[src/common/vgen_pkg.sv]
package vgen_pkg;

    typedef logic [15:0] word_t;        // register data word
    typedef logic [7:0]  color_t;       // palette colour index
    typedef logic [10:0] hres_t;        // horizontal pixel counter
    typedef logic [9:0]  vres_t;        // vertical line counter

    typedef enum logic [1:0] {
        STATE_VISIBLE   = 2'b00,
        STATE_PRE_SYNC  = 2'b01,
        STATE_SYNC      = 2'b10,
        STATE_POST_SYNC = 2'b11
    } video_state_t;

    typedef struct packed {
        color_t         border_color;   // upper byte
        logic [3:0]     unused;
        logic [3:0]     intr;           // interrupt bits
    } vid_ctrl_t;

    typedef struct packed {
        color_t         colorbase;      // playfield colour
        logic           blank;
        logic           bitmap;
        logic [1:0]     bpp;
        logic [1:0]     h_repeat;
        logic [1:0]     v_repeat;
    } gfx_ctrl_t;

    // the same register word seen as either control layout
    typedef union packed {
        vid_ctrl_t      vid;
        gfx_ctrl_t      gfx;
    } xr_data_u;

    localparam logic [4:0] XR_VID_CTRL    = 5'h00;
    localparam logic [4:0] XR_SCANLINE    = 5'h01;
    localparam logic [4:0] XR_VID_LEFT    = 5'h02;
    localparam logic [4:0] XR_VID_RIGHT   = 5'h03;
    localparam logic [4:0] XR_VID_HSIZE   = 5'h04;
    localparam logic [4:0] XR_VID_VSIZE   = 5'h05;
    localparam logic [4:0] XR_PA_GFX_CTRL = 5'h10;

    localparam color_t BORDER_RESET = 8'h08;   // dark grey so a live raster is visible

    localparam logic H_SYNC_POLARITY = 1'b0;    // active level, VGA is negative
    localparam logic V_SYNC_POLARITY = 1'b0;

endpackage

[src/common/vgen_cfg_if.sv]
`timescale 1ns/1ps

interface vgen_cfg_if;

    vgen_pkg::color_t   border_color;
    vgen_pkg::hres_t    vid_left;       // first pixel inside the window
    vgen_pkg::hres_t    vid_right;      // first pixel past the window
    vgen_pkg::color_t   pa_colorbase;
    logic               pa_blank;
    logic               pa_bitmap;      // stored only
    logic [1:0]         pa_bpp;         // stored only
    logic [1:0]         pa_h_repeat;    // stored only
    logic [1:0]         pa_v_repeat;    // stored only

    modport regs (output border_color, vid_left, vid_right, pa_colorbase, pa_blank,
                  pa_bitmap, pa_bpp, pa_h_repeat, pa_v_repeat);

    modport out (input border_color, vid_left, vid_right, pa_colorbase, pa_blank);

    modport rd (input border_color, vid_left, vid_right, pa_colorbase, pa_blank,
                pa_bitmap, pa_bpp, pa_h_repeat, pa_v_repeat);

endinterface

[src/common/scan_if.sv]
`timescale 1ns/1ps

interface scan_if;

    // all values describe the pixel that is about to be shown
    vgen_pkg::hres_t    h_count;
    vgen_pkg::vres_t    v_count;
    logic               hsync;
    logic               vsync;
    logic               display_ena;
    logic               v_blank;
    logic               vblank_start;   // single cycle, end of last visible pixel

    modport timing (output h_count, v_count, hsync, vsync, display_ena, v_blank,
                    vblank_start);

    modport out (input h_count, hsync, vsync, display_ena);

    modport rd (input v_count, v_blank);

    modport regs (input vblank_start);

endinterface

[src/rtl/xr_regs.sv]
`timescale 1ns/1ps

module xr_regs #(
    parameter int H_VISIBLE = 640
) (
    input  logic                clk,
    input  logic                reset_i,
    input  logic                xr_wr_en_i,         // register write strobe
    input  logic [4:0]          xr_reg_num_i,
    input  vgen_pkg::word_t     xr_data_i,
    output logic [3:0]          intr_signal_o,      // one cycle interrupt pulses
    vgen_cfg_if.regs            cfg,
    scan_if.regs                scan
);

    vgen_pkg::xr_data_u wr_data;

    assign wr_data = xr_data_i;

    always_ff @(posedge clk) begin
        if (reset_i) begin
            intr_signal_o       <= 4'b0;
            cfg.border_color    <= vgen_pkg::BORDER_RESET;
            cfg.vid_left        <= '0;
            cfg.vid_right       <= vgen_pkg::hres_t'(H_VISIBLE);  // full width window
            cfg.pa_colorbase    <= '0;
            cfg.pa_blank        <= 1'b1;                // playfield starts blanked
            cfg.pa_bitmap       <= 1'b0;
            cfg.pa_bpp          <= 2'b0;
            cfg.pa_h_repeat     <= 2'b0;
            cfg.pa_v_repeat     <= 2'b0;
        end else begin
            intr_signal_o <= 4'b0;                      // pulses last one cycle

            if (xr_wr_en_i) begin
                case (xr_reg_num_i)
                    vgen_pkg::XR_VID_CTRL: begin
                        cfg.border_color    <= wr_data.vid.border_color;
                        intr_signal_o       <= wr_data.vid.intr;   // software interrupt
                    end
                    vgen_pkg::XR_VID_LEFT: begin
                        cfg.vid_left        <= xr_data_i[10:0];
                    end
                    vgen_pkg::XR_VID_RIGHT: begin
                        cfg.vid_right       <= xr_data_i[10:0];
                    end
                    vgen_pkg::XR_PA_GFX_CTRL: begin
                        cfg.pa_colorbase    <= wr_data.gfx.colorbase;
                        cfg.pa_blank        <= wr_data.gfx.blank;
                        cfg.pa_bitmap       <= wr_data.gfx.bitmap;
                        cfg.pa_bpp          <= wr_data.gfx.bpp;
                        cfg.pa_h_repeat     <= wr_data.gfx.h_repeat;
                        cfg.pa_v_repeat     <= wr_data.gfx.v_repeat;
                    end
                    default: begin
                    end
                endcase
            end

            // the vblank interrupt can coincide with a control write
            if (scan.vblank_start) begin
                intr_signal_o[3] <= 1'b1;
            end
        end
    end

endmodule

[src/video_timing/video_timing.sv]
`timescale 1ns/1ps

module video_timing #(
    parameter int H_VISIBLE = 640,
    parameter int H_FRONT   = 16,
    parameter int H_SYNC    = 96,
    parameter int H_BACK    = 48,
    parameter int V_VISIBLE = 480,
    parameter int V_FRONT   = 10,
    parameter int V_SYNC    = 2,
    parameter int V_BACK    = 33
) (
    input  logic    clk,
    input  logic    reset_i,
    scan_if.timing  scan
);

    localparam int H_TOTAL = H_VISIBLE + H_FRONT + H_SYNC + H_BACK;
    localparam int V_TOTAL = V_VISIBLE + V_FRONT + V_SYNC + V_BACK;

    vgen_pkg::video_state_t h_state, h_state_next;
    vgen_pkg::video_state_t v_state, v_state_next;
    vgen_pkg::hres_t        h_count, h_count_next, h_end;
    vgen_pkg::vres_t        v_count, v_count_next, v_end;
    logic                   h_line_last_pixel;
    logic                   h_vis_last_pixel;
    logic                   last_frame_pixel;

    always_comb begin
        case (h_state)      // visible pixels come first on a line
            vgen_pkg::STATE_VISIBLE:  h_end = vgen_pkg::hres_t'(H_VISIBLE - 1);
            vgen_pkg::STATE_PRE_SYNC: h_end = vgen_pkg::hres_t'(H_VISIBLE + H_FRONT - 1);
            vgen_pkg::STATE_SYNC:     h_end = vgen_pkg::hres_t'(H_TOTAL - H_BACK - 1);
            default:                  h_end = vgen_pkg::hres_t'(H_TOTAL - 1);
        endcase
        case (v_state)
            vgen_pkg::STATE_VISIBLE:  v_end = vgen_pkg::vres_t'(V_VISIBLE - 1);
            vgen_pkg::STATE_PRE_SYNC: v_end = vgen_pkg::vres_t'(V_VISIBLE + V_FRONT - 1);
            vgen_pkg::STATE_SYNC:     v_end = vgen_pkg::vres_t'(V_TOTAL - V_BACK - 1);
            default:                  v_end = vgen_pkg::vres_t'(V_TOTAL - 1);
        endcase
    end

    assign h_state_next = (h_count == h_end) ? vgen_pkg::video_state_t'(h_state + 2'd1)
                                             : h_state;
    assign h_line_last_pixel = (h_state == vgen_pkg::STATE_POST_SYNC)
                            && (h_state_next == vgen_pkg::STATE_VISIBLE);
    assign h_vis_last_pixel  = (h_state == vgen_pkg::STATE_VISIBLE)
                            && (h_state_next == vgen_pkg::STATE_PRE_SYNC);

    // vertical state only moves at the end of a line
    assign v_state_next = (h_line_last_pixel && v_count == v_end)
                        ? vgen_pkg::video_state_t'(v_state + 2'd1) : v_state;
    assign last_frame_pixel = h_line_last_pixel && (v_state == vgen_pkg::STATE_POST_SYNC)
                           && (v_state_next == vgen_pkg::STATE_VISIBLE);

    always_comb begin
        h_count_next = h_count + 1'b1;
        v_count_next = v_count;
        if (h_line_last_pixel) begin
            h_count_next = '0;
            v_count_next = last_frame_pixel ? '0 : v_count + 1'b1;
        end
    end

    always_ff @(posedge clk) begin
        if (reset_i) begin
            h_state <= vgen_pkg::STATE_VISIBLE;
            v_state <= vgen_pkg::STATE_VISIBLE;
            h_count <= '0;
            v_count <= '0;
        end else begin
            h_state <= h_state_next;
            v_state <= v_state_next;
            h_count <= h_count_next;
            v_count <= v_count_next;
        end
    end

    assign scan.h_count      = h_count_next;
    assign scan.v_count      = v_count_next;
    assign scan.hsync        = (h_state_next == vgen_pkg::STATE_SYNC);
    assign scan.vsync        = (v_state_next == vgen_pkg::STATE_SYNC);
    assign scan.display_ena  = (h_state_next == vgen_pkg::STATE_VISIBLE)
                            && (v_state_next == vgen_pkg::STATE_VISIBLE);
    assign scan.v_blank      = (v_state_next != vgen_pkg::STATE_VISIBLE);
    assign scan.vblank_start = h_vis_last_pixel && (v_state == vgen_pkg::STATE_VISIBLE)
                            && (v_count == vgen_pkg::vres_t'(V_VISIBLE - 1));

    a_h_range: assert property (@(posedge clk) disable iff (reset_i)
        int'(h_count) < H_TOTAL);
    a_v_range: assert property (@(posedge clk) disable iff (reset_i)
        int'(v_count) < V_TOTAL);
    a_sync_vs_de: assert property (@(posedge clk) disable iff (reset_i)
        !(scan.hsync && scan.display_ena));

endmodule

[src/rtl/video_output.sv]
`timescale 1ns/1ps

module video_output (
    input  logic                clk,
    input  logic                reset_i,
    vgen_cfg_if.out             cfg,
    scan_if.out                 scan,
    output logic                hsync_o,
    output logic                vsync_o,
    output logic                dv_de_o,            // display enable for HDMI
    output vgen_pkg::color_t    color_index_o
);

    logic               in_window;
    vgen_pkg::color_t   pixel_color;

    assign in_window = (scan.h_count >= cfg.vid_left) && (scan.h_count < cfg.vid_right)
                    && !cfg.pa_blank;

    always_comb begin
        pixel_color = '0;                               // black outside display
        if (scan.display_ena) begin
            pixel_color = in_window ? cfg.pa_colorbase : cfg.border_color;
        end
    end

    always_ff @(posedge clk) begin
        if (reset_i) begin
            hsync_o         <= ~vgen_pkg::H_SYNC_POLARITY;   // inactive level
            vsync_o         <= ~vgen_pkg::V_SYNC_POLARITY;
            dv_de_o         <= 1'b0;
            color_index_o   <= '0;
        end else begin
            hsync_o         <= scan.hsync ? vgen_pkg::H_SYNC_POLARITY : ~vgen_pkg::H_SYNC_POLARITY;
            vsync_o         <= scan.vsync ? vgen_pkg::V_SYNC_POLARITY : ~vgen_pkg::V_SYNC_POLARITY;
            dv_de_o         <= scan.display_ena;
            color_index_o   <= pixel_color;
        end
    end

    a_blank_black: assert property (@(posedge clk) disable iff (reset_i)
        !dv_de_o |-> (color_index_o == '0));

endmodule

[src/rtl/xr_readback.sv]
`timescale 1ns/1ps

module xr_readback #(
    parameter int H_VISIBLE = 640,
    parameter int V_VISIBLE = 480
) (
    input  logic                clk,
    input  logic [4:0]          xr_reg_num_i,
    input  logic [3:0]          intr_status_i,      // pending interrupt bits
    vgen_cfg_if.rd              cfg,
    scan_if.rd                  scan,
    output vgen_pkg::word_t     xr_data_o
);

    vgen_pkg::xr_data_u packed_word;
    vgen_pkg::word_t    rd_data;

    always_comb begin
        packed_word = '0;
        rd_data     = '0;                               // unknown registers read zero
        case (xr_reg_num_i)
            vgen_pkg::XR_VID_CTRL: begin
                packed_word.vid.border_color = cfg.border_color;
                packed_word.vid.intr         = intr_status_i;
                rd_data = packed_word;
            end
            vgen_pkg::XR_SCANLINE:  rd_data = {scan.v_blank, 5'b0, scan.v_count};
            vgen_pkg::XR_VID_LEFT:  rd_data = {5'b0, cfg.vid_left};
            vgen_pkg::XR_VID_RIGHT: rd_data = {5'b0, cfg.vid_right};
            vgen_pkg::XR_VID_HSIZE: rd_data = 16'(H_VISIBLE);
            vgen_pkg::XR_VID_VSIZE: rd_data = 16'(V_VISIBLE);
            vgen_pkg::XR_PA_GFX_CTRL: begin
                packed_word.gfx = '{cfg.pa_colorbase, cfg.pa_blank, cfg.pa_bitmap, cfg.pa_bpp,
                                    cfg.pa_h_repeat, cfg.pa_v_repeat};
                rd_data = packed_word;
            end
            default: begin
            end
        endcase
    end

    always_ff @(posedge clk) begin
        xr_data_o <= rd_data;
    end

endmodule

[src/rtl/video_gen.sv]
`timescale 1ns/1ps

module video_gen #(
    parameter int H_VISIBLE = 640,      // VGA 640x480 defaults
    parameter int H_FRONT   = 16,
    parameter int H_SYNC    = 96,
    parameter int H_BACK    = 48,
    parameter int V_VISIBLE = 480,
    parameter int V_FRONT   = 10,
    parameter int V_SYNC    = 2,
    parameter int V_BACK    = 33
) (
    input  logic                clk,                // pixel clock
    input  logic                reset_i,
    input  logic                xr_wr_en_i,
    input  logic [4:0]          xr_reg_num_i,
    input  vgen_pkg::word_t     xr_data_i,
    output vgen_pkg::word_t     xr_data_o,
    input  logic [3:0]          intr_status_i,
    output logic [3:0]          intr_signal_o,
    output logic                hsync_o,
    output logic                vsync_o,
    output logic                dv_de_o,
    output vgen_pkg::color_t    color_index_o
);

    vgen_cfg_if cfg();
    scan_if     scan();

    xr_regs #(.H_VISIBLE(H_VISIBLE)) u_xr_regs (
        .clk(clk), .reset_i(reset_i), .xr_wr_en_i(xr_wr_en_i), .xr_reg_num_i(xr_reg_num_i),
        .xr_data_i(xr_data_i), .intr_signal_o(intr_signal_o), .cfg(cfg.regs), .scan(scan.regs)
    );

    video_timing #(
        .H_VISIBLE(H_VISIBLE), .H_FRONT(H_FRONT), .H_SYNC(H_SYNC), .H_BACK(H_BACK),
        .V_VISIBLE(V_VISIBLE), .V_FRONT(V_FRONT), .V_SYNC(V_SYNC), .V_BACK(V_BACK)
    ) u_video_timing (
        .clk(clk), .reset_i(reset_i), .scan(scan.timing)
    );

    video_output u_video_output (
        .clk(clk), .reset_i(reset_i), .cfg(cfg.out), .scan(scan.out), .hsync_o(hsync_o),
        .vsync_o(vsync_o), .dv_de_o(dv_de_o), .color_index_o(color_index_o)
    );

    xr_readback #(.H_VISIBLE(H_VISIBLE), .V_VISIBLE(V_VISIBLE)) u_xr_readback (
        .clk(clk), .xr_reg_num_i(xr_reg_num_i), .intr_status_i(intr_status_i),
        .cfg(cfg.rd), .scan(scan.rd), .xr_data_o(xr_data_o)
    );

endmodule

[config.mk]
export PLATFORM = sky130hd
export DESIGN_NAME = video_gen
export DESIGN_NICKNAME = d
export VERILOG_FILES = /design/src/common/vgen_pkg.sv /design/src/common/vgen_cfg_if.sv /design/src/common/scan_if.sv /design/src/rtl/xr_regs.sv /design/src/video_timing/video_timing.sv /design/src/rtl/video_output.sv /design/src/rtl/xr_readback.sv /design/src/rtl/video_gen.sv
export SDC_FILE = /design/constraint.sdc
export NUM_CORES = 1
export LEC_CHECK = 0
export BUFFER_PORTS_ARGS = -buffer_cell sky130_fd_sc_hd__buf_4
export CORE_UTILIZATION = 50
export CTS_CLUSTER_DIAMETER = 150
export DETAILED_ROUTE_END_ITERATION = 7
export GPL_TIMING_DRIVEN = 0
export PLACE_DENSITY_LB_ADDON = 0.12
export SYNTH_ARGS = -nofsm -noshare
export SYNTH_HDL_FRONTEND = slang
export SYNTH_HIERARCHICAL = 1
export SYNTH_SLANG_ARGS = --single-unit
export TNS_END_PERCENT = 30
[constraint.sdc]
create_clock -name clk -period 4.4 [get_ports clk]
set_input_delay 0.44 -clock clk [delete_from_list [all_inputs] [get_ports clk]]
set_output_delay 0.44 -clock clk [all_outputs]
set_load 0.01 [all_outputs]
==> out/metrics.yaml <==
grt_pass1_vias: 4561
drtIter0Drc: 217
synth_area_um2: 5540
cts_buffers: 9
cts_buffer_depth: 2
port_buffers: 58
track_usage_pct: 26.7
clockRootBuffer: "clkbuf_8"
die_area_um2: 11500
die_y_um: 107
overflow: 0
grt_pass1_wl_um: 23400
synth_seq_cells: 102
cp-end-kind: "flip-flop"
cp-start-kind: "flip-flop"
max_clock_freq_mhz: 242
hold_viol_final: 0
hold_start: "xr_data_i[11]"
grt_max_degree: 18
r2r_start: "u_video_timing/h_state[0]$_SDFF_PP0_"
run_status: "completed"
synth_most_common_cell: "dfxtp_1"
fill_cells: 992
nets: 753
coreArea_um2: 10800
synth.avg_cell_area_um2: 8.83
setup_ws_ns: 0.267
holdBufCountCts: 0
post_dp_cell_area_um2: 6150
crit_required_ns: 4.71
slew_headroom_pct: 58.9
hold_end: "u_xr_regs/cfg.border_color[3]$_SDFFE_PP1P_"
clkSinkCount: 102
tritoncts: "built"
num_antenna_cells: 0
yosysTopAreaCell: "dfxtp_1"
yosys-top-cells-area: "dfxtp_1, mux2i_1, ha_1"
vias_per_cell: 5.65
yosysTopAreaCellShare_pct: 36.8
p_leak_nw: 2.68
routed_wl_um: 14500
clk_latency_ns: 0.39
period_share_pct: 93.9
async_flop_share_pct: 0
cp_max_fo: 10
rr_worst_depth: 16
slew_viol_final: 0
vdd_drop_max_mv: 0.262
synth_edf_count: 0
firstDrtPassIters: 5
finalInstanceArea_um2: 6380
timing.final.setup_violations: 0
yosysSeqAreaShare_pct: 36.8
cp.arrival_ns: 4.45
utilization_pct: 58.8
hpwl_um: 11000
die_x_um: 107
ys.flop_type: "dfxtp_1"
rrSetupSlack_ns: 0.27
min_path_cells: 2
wl_per_cell_um: 17.2
routabilityCongestion: 0.903
std_cell_rows: 38
min_path_type: "primary input to flip-flop"
tightest_slew_ns: 0.615
antenna_found_initial: 0
clk_pin_slew_worst_paths_ns: 0.10
io_pins: 59
drive_gt1_share_pct: 15.8
rsz0062_at_grt: "false"
cts_max_level: 3
dp_slack_ns: -0.108
synth_common_cells: "dfxtp_1, nand2b_1, mux2i_1"
ys_warn_count: 6
synth.net_count: 685
cap_violations: 0
start_util_pct: 51.1
area_growth_pct: 15.1
min_period_ns: 4.13
reg2reg_to: "u_video_output/color_index_o[6]$_SDFF_PP0_"
vias: 4752
pwr_density_cell_nw_per_um2: 282
path_class: "flip-flop to flip-flop"
yosysUniqueCellTypes: 65
antenna_left: 0
clock_skew_ns: 0.00979
drcViolationCount: 0
synth_cells: 628
## cells in the final DEF, fill, tap and decap left out, drive strengths merged, types with 7 or more instances in the layout
cell     synthesis  final
nor3             8      8
buf             15     74
a21oi           22     22
nand3           41     41
nand4           12     12
ha              29     29
dfxtp          102    102
a2bb2oi          7      7
nor2            42     42
nand2b          51     51
clkbuf          16     24
nand2           47     47
xnor2            7      7
nor2b           18     18
mux2i           49     49
and3             9      9
inv             31     33
o21ai           28     28
## layer usage
layer | up-vias | share of wire, % | global-route usage [%]
met5 | - | 0 | 0
met4 | 0 | 1.2 | 6.56
met3 | 9 | 6.0 | 6.42
met2 | 144 | 45 | 41.5
met1 | 2258 | 48 | 37.2
li1 | 2341 | - | -
## critical path, stage by stage, from the launching register on
cell and delay [ns]:
dfxtp_2 0.41, inv_1 0.11, ha_1 0.25, or4_1 0.53, a211oi_2 0.31, a21oi_1 0.16
or2_2 0.43, buf_2 0.22, nor2_1 0.17, inv_1 0.07, ha_1 0.27, nand2b_4 0.11
nand3_2 0.08, a211oi_1 0.26, o311a_1 0.27, buf_6 0.19, mux2i_1 0.21
## logic make-up (layout without fill, tap and decap cells)
| group | after synthesis | after routing | share of synthesized area [%] |
|---|---|---|---|
| flip-flops | 102 | 102 | 36.8 |
| XOR/XNOR | 13 | 13 | 2.05 |
| buffers and inverters | 62 | 135 | 5.26 |
| multiplexers | 52 | 52 | 9.46 |
| adder cells (fa/ha/maj) | 29 | 29 | 6.55 |
| AO/OA/AOI/OAI | 97 | 97 | 11.4 |
| AND/OR/NAND/NOR | 273 | 273 | 28.4 |
## per-stage QoR
stage / hold WS (ns) / instances / power, W / setup TNS [ns]
floorplan: 0.426 / 628 / 0.00107 / 0
global placement: 0.440 / 826 / 0.00114 / -0.163
detailed placement: 0.460 / 826 / 0.00115 / -0.594
CTS: 0.250 / 842 / 0.00182 / 0
global route: 0.251 / 841 / 0.00187 / 0
finish: 0.267 / 841 / 0.00180 / 0
## what timing repair did
action,4_1_cts,5_1_grt
endpoints found under the setup margin,8,8
buffers inserted,0,0
resized for setup,2,2
## final cells by class
| cell class | count | area (µm²) | share of cell area (%) |
|---|---|---|---|
| inverter | 31 | 116 | 1.82 |
| timing repair buffer | 58 | 435 | 6.83 |
| tap | 140 | 175 | 2.75 |
| multi-input combinational | 464 | 3210 | 50.4 |
| sequential | 102 | 2040 | 32.0 |
| buffer | 30 | 173 | 2.71 |
| clock buffer | 10 | 128 | 2.00 |
| clock inverter | 6 | 92.6 | 1.45 |
## registers in the layout, indices dropped and copies added, names as in the netlist
register / flops
u_xr_regs/cfg.pa_h_repeat: 2
u_xr_regs/cfg.pa_colorbase: 8
u_xr_readback/xr_data_o: 16
u_xr_regs/intr_signal_o: 4
u_video_timing/h_state: 2
u_xr_regs/cfg.border_color: 8
u_video_output/dv_de_o: 1
u_video_timing/h_count: 11
u_xr_regs/cfg.vid_right: 11
u_video_output/hsync_o: 1
u_video_output/color_index_o: 8
u_xr_regs/cfg.pa_bpp: 2
u_xr_regs/cfg.pa_blank: 1
u_video_timing/v_state: 2
u_xr_regs/cfg.pa_bitmap: 1
u_video_output/vsync_o: 1
u_video_timing/v_count: 10
u_xr_regs/cfg.pa_v_repeat: 2
u_xr_regs/cfg.vid_left: 11
## report_power, final
part,leakage [nW],switching (W),total [W],internal [W]
Combinational,1.75,0.000106,0.000184,0.0000775
Clock,0.109,0.000341,0.000666,0.000326
Sequential,0.825,0.0000103,0.000947,0.000936
Total,2.68,0.000458,0.00180,0.00134
## worst max path at each step
stage | startpoint | endpoint | slack (ns) | cells past startpoint
CTS | u_video_timing/h_state[0]$_SDFF_PP0_ | u_video_output/color_index_o[6]$_SDFF_PP0_ | 0.04 | 17
global placement | u_video_timing/h_state[0]$_SDFF_PP0_ | u_video_output/color_index_o[5]$_SDFF_PP0_ | -0.04 | 15
floorplan | u_video_timing/h_state[0]$_SDFF_PP0_ | u_video_output/color_index_o[0]$_SDFF_PP0_ | 0.66 | 17
detailed placement | u_video_timing/h_state[0]$_SDFF_PP0_ | u_video_output/color_index_o[6]$_SDFF_PP0_ | -0.11 | 15
finish | u_video_timing/h_state[0]$_SDFF_PP0_ | u_video_output/color_index_o[6]$_SDFF_PP0_ | 0.27 | 16
global route | u_video_timing/h_state[0]$_SDFF_PP0_ | u_video_output/color_index_o[6]$_SDFF_PP0_ | 0.05 | 16
Note: power is estimated with default switching activity, not from simulation.
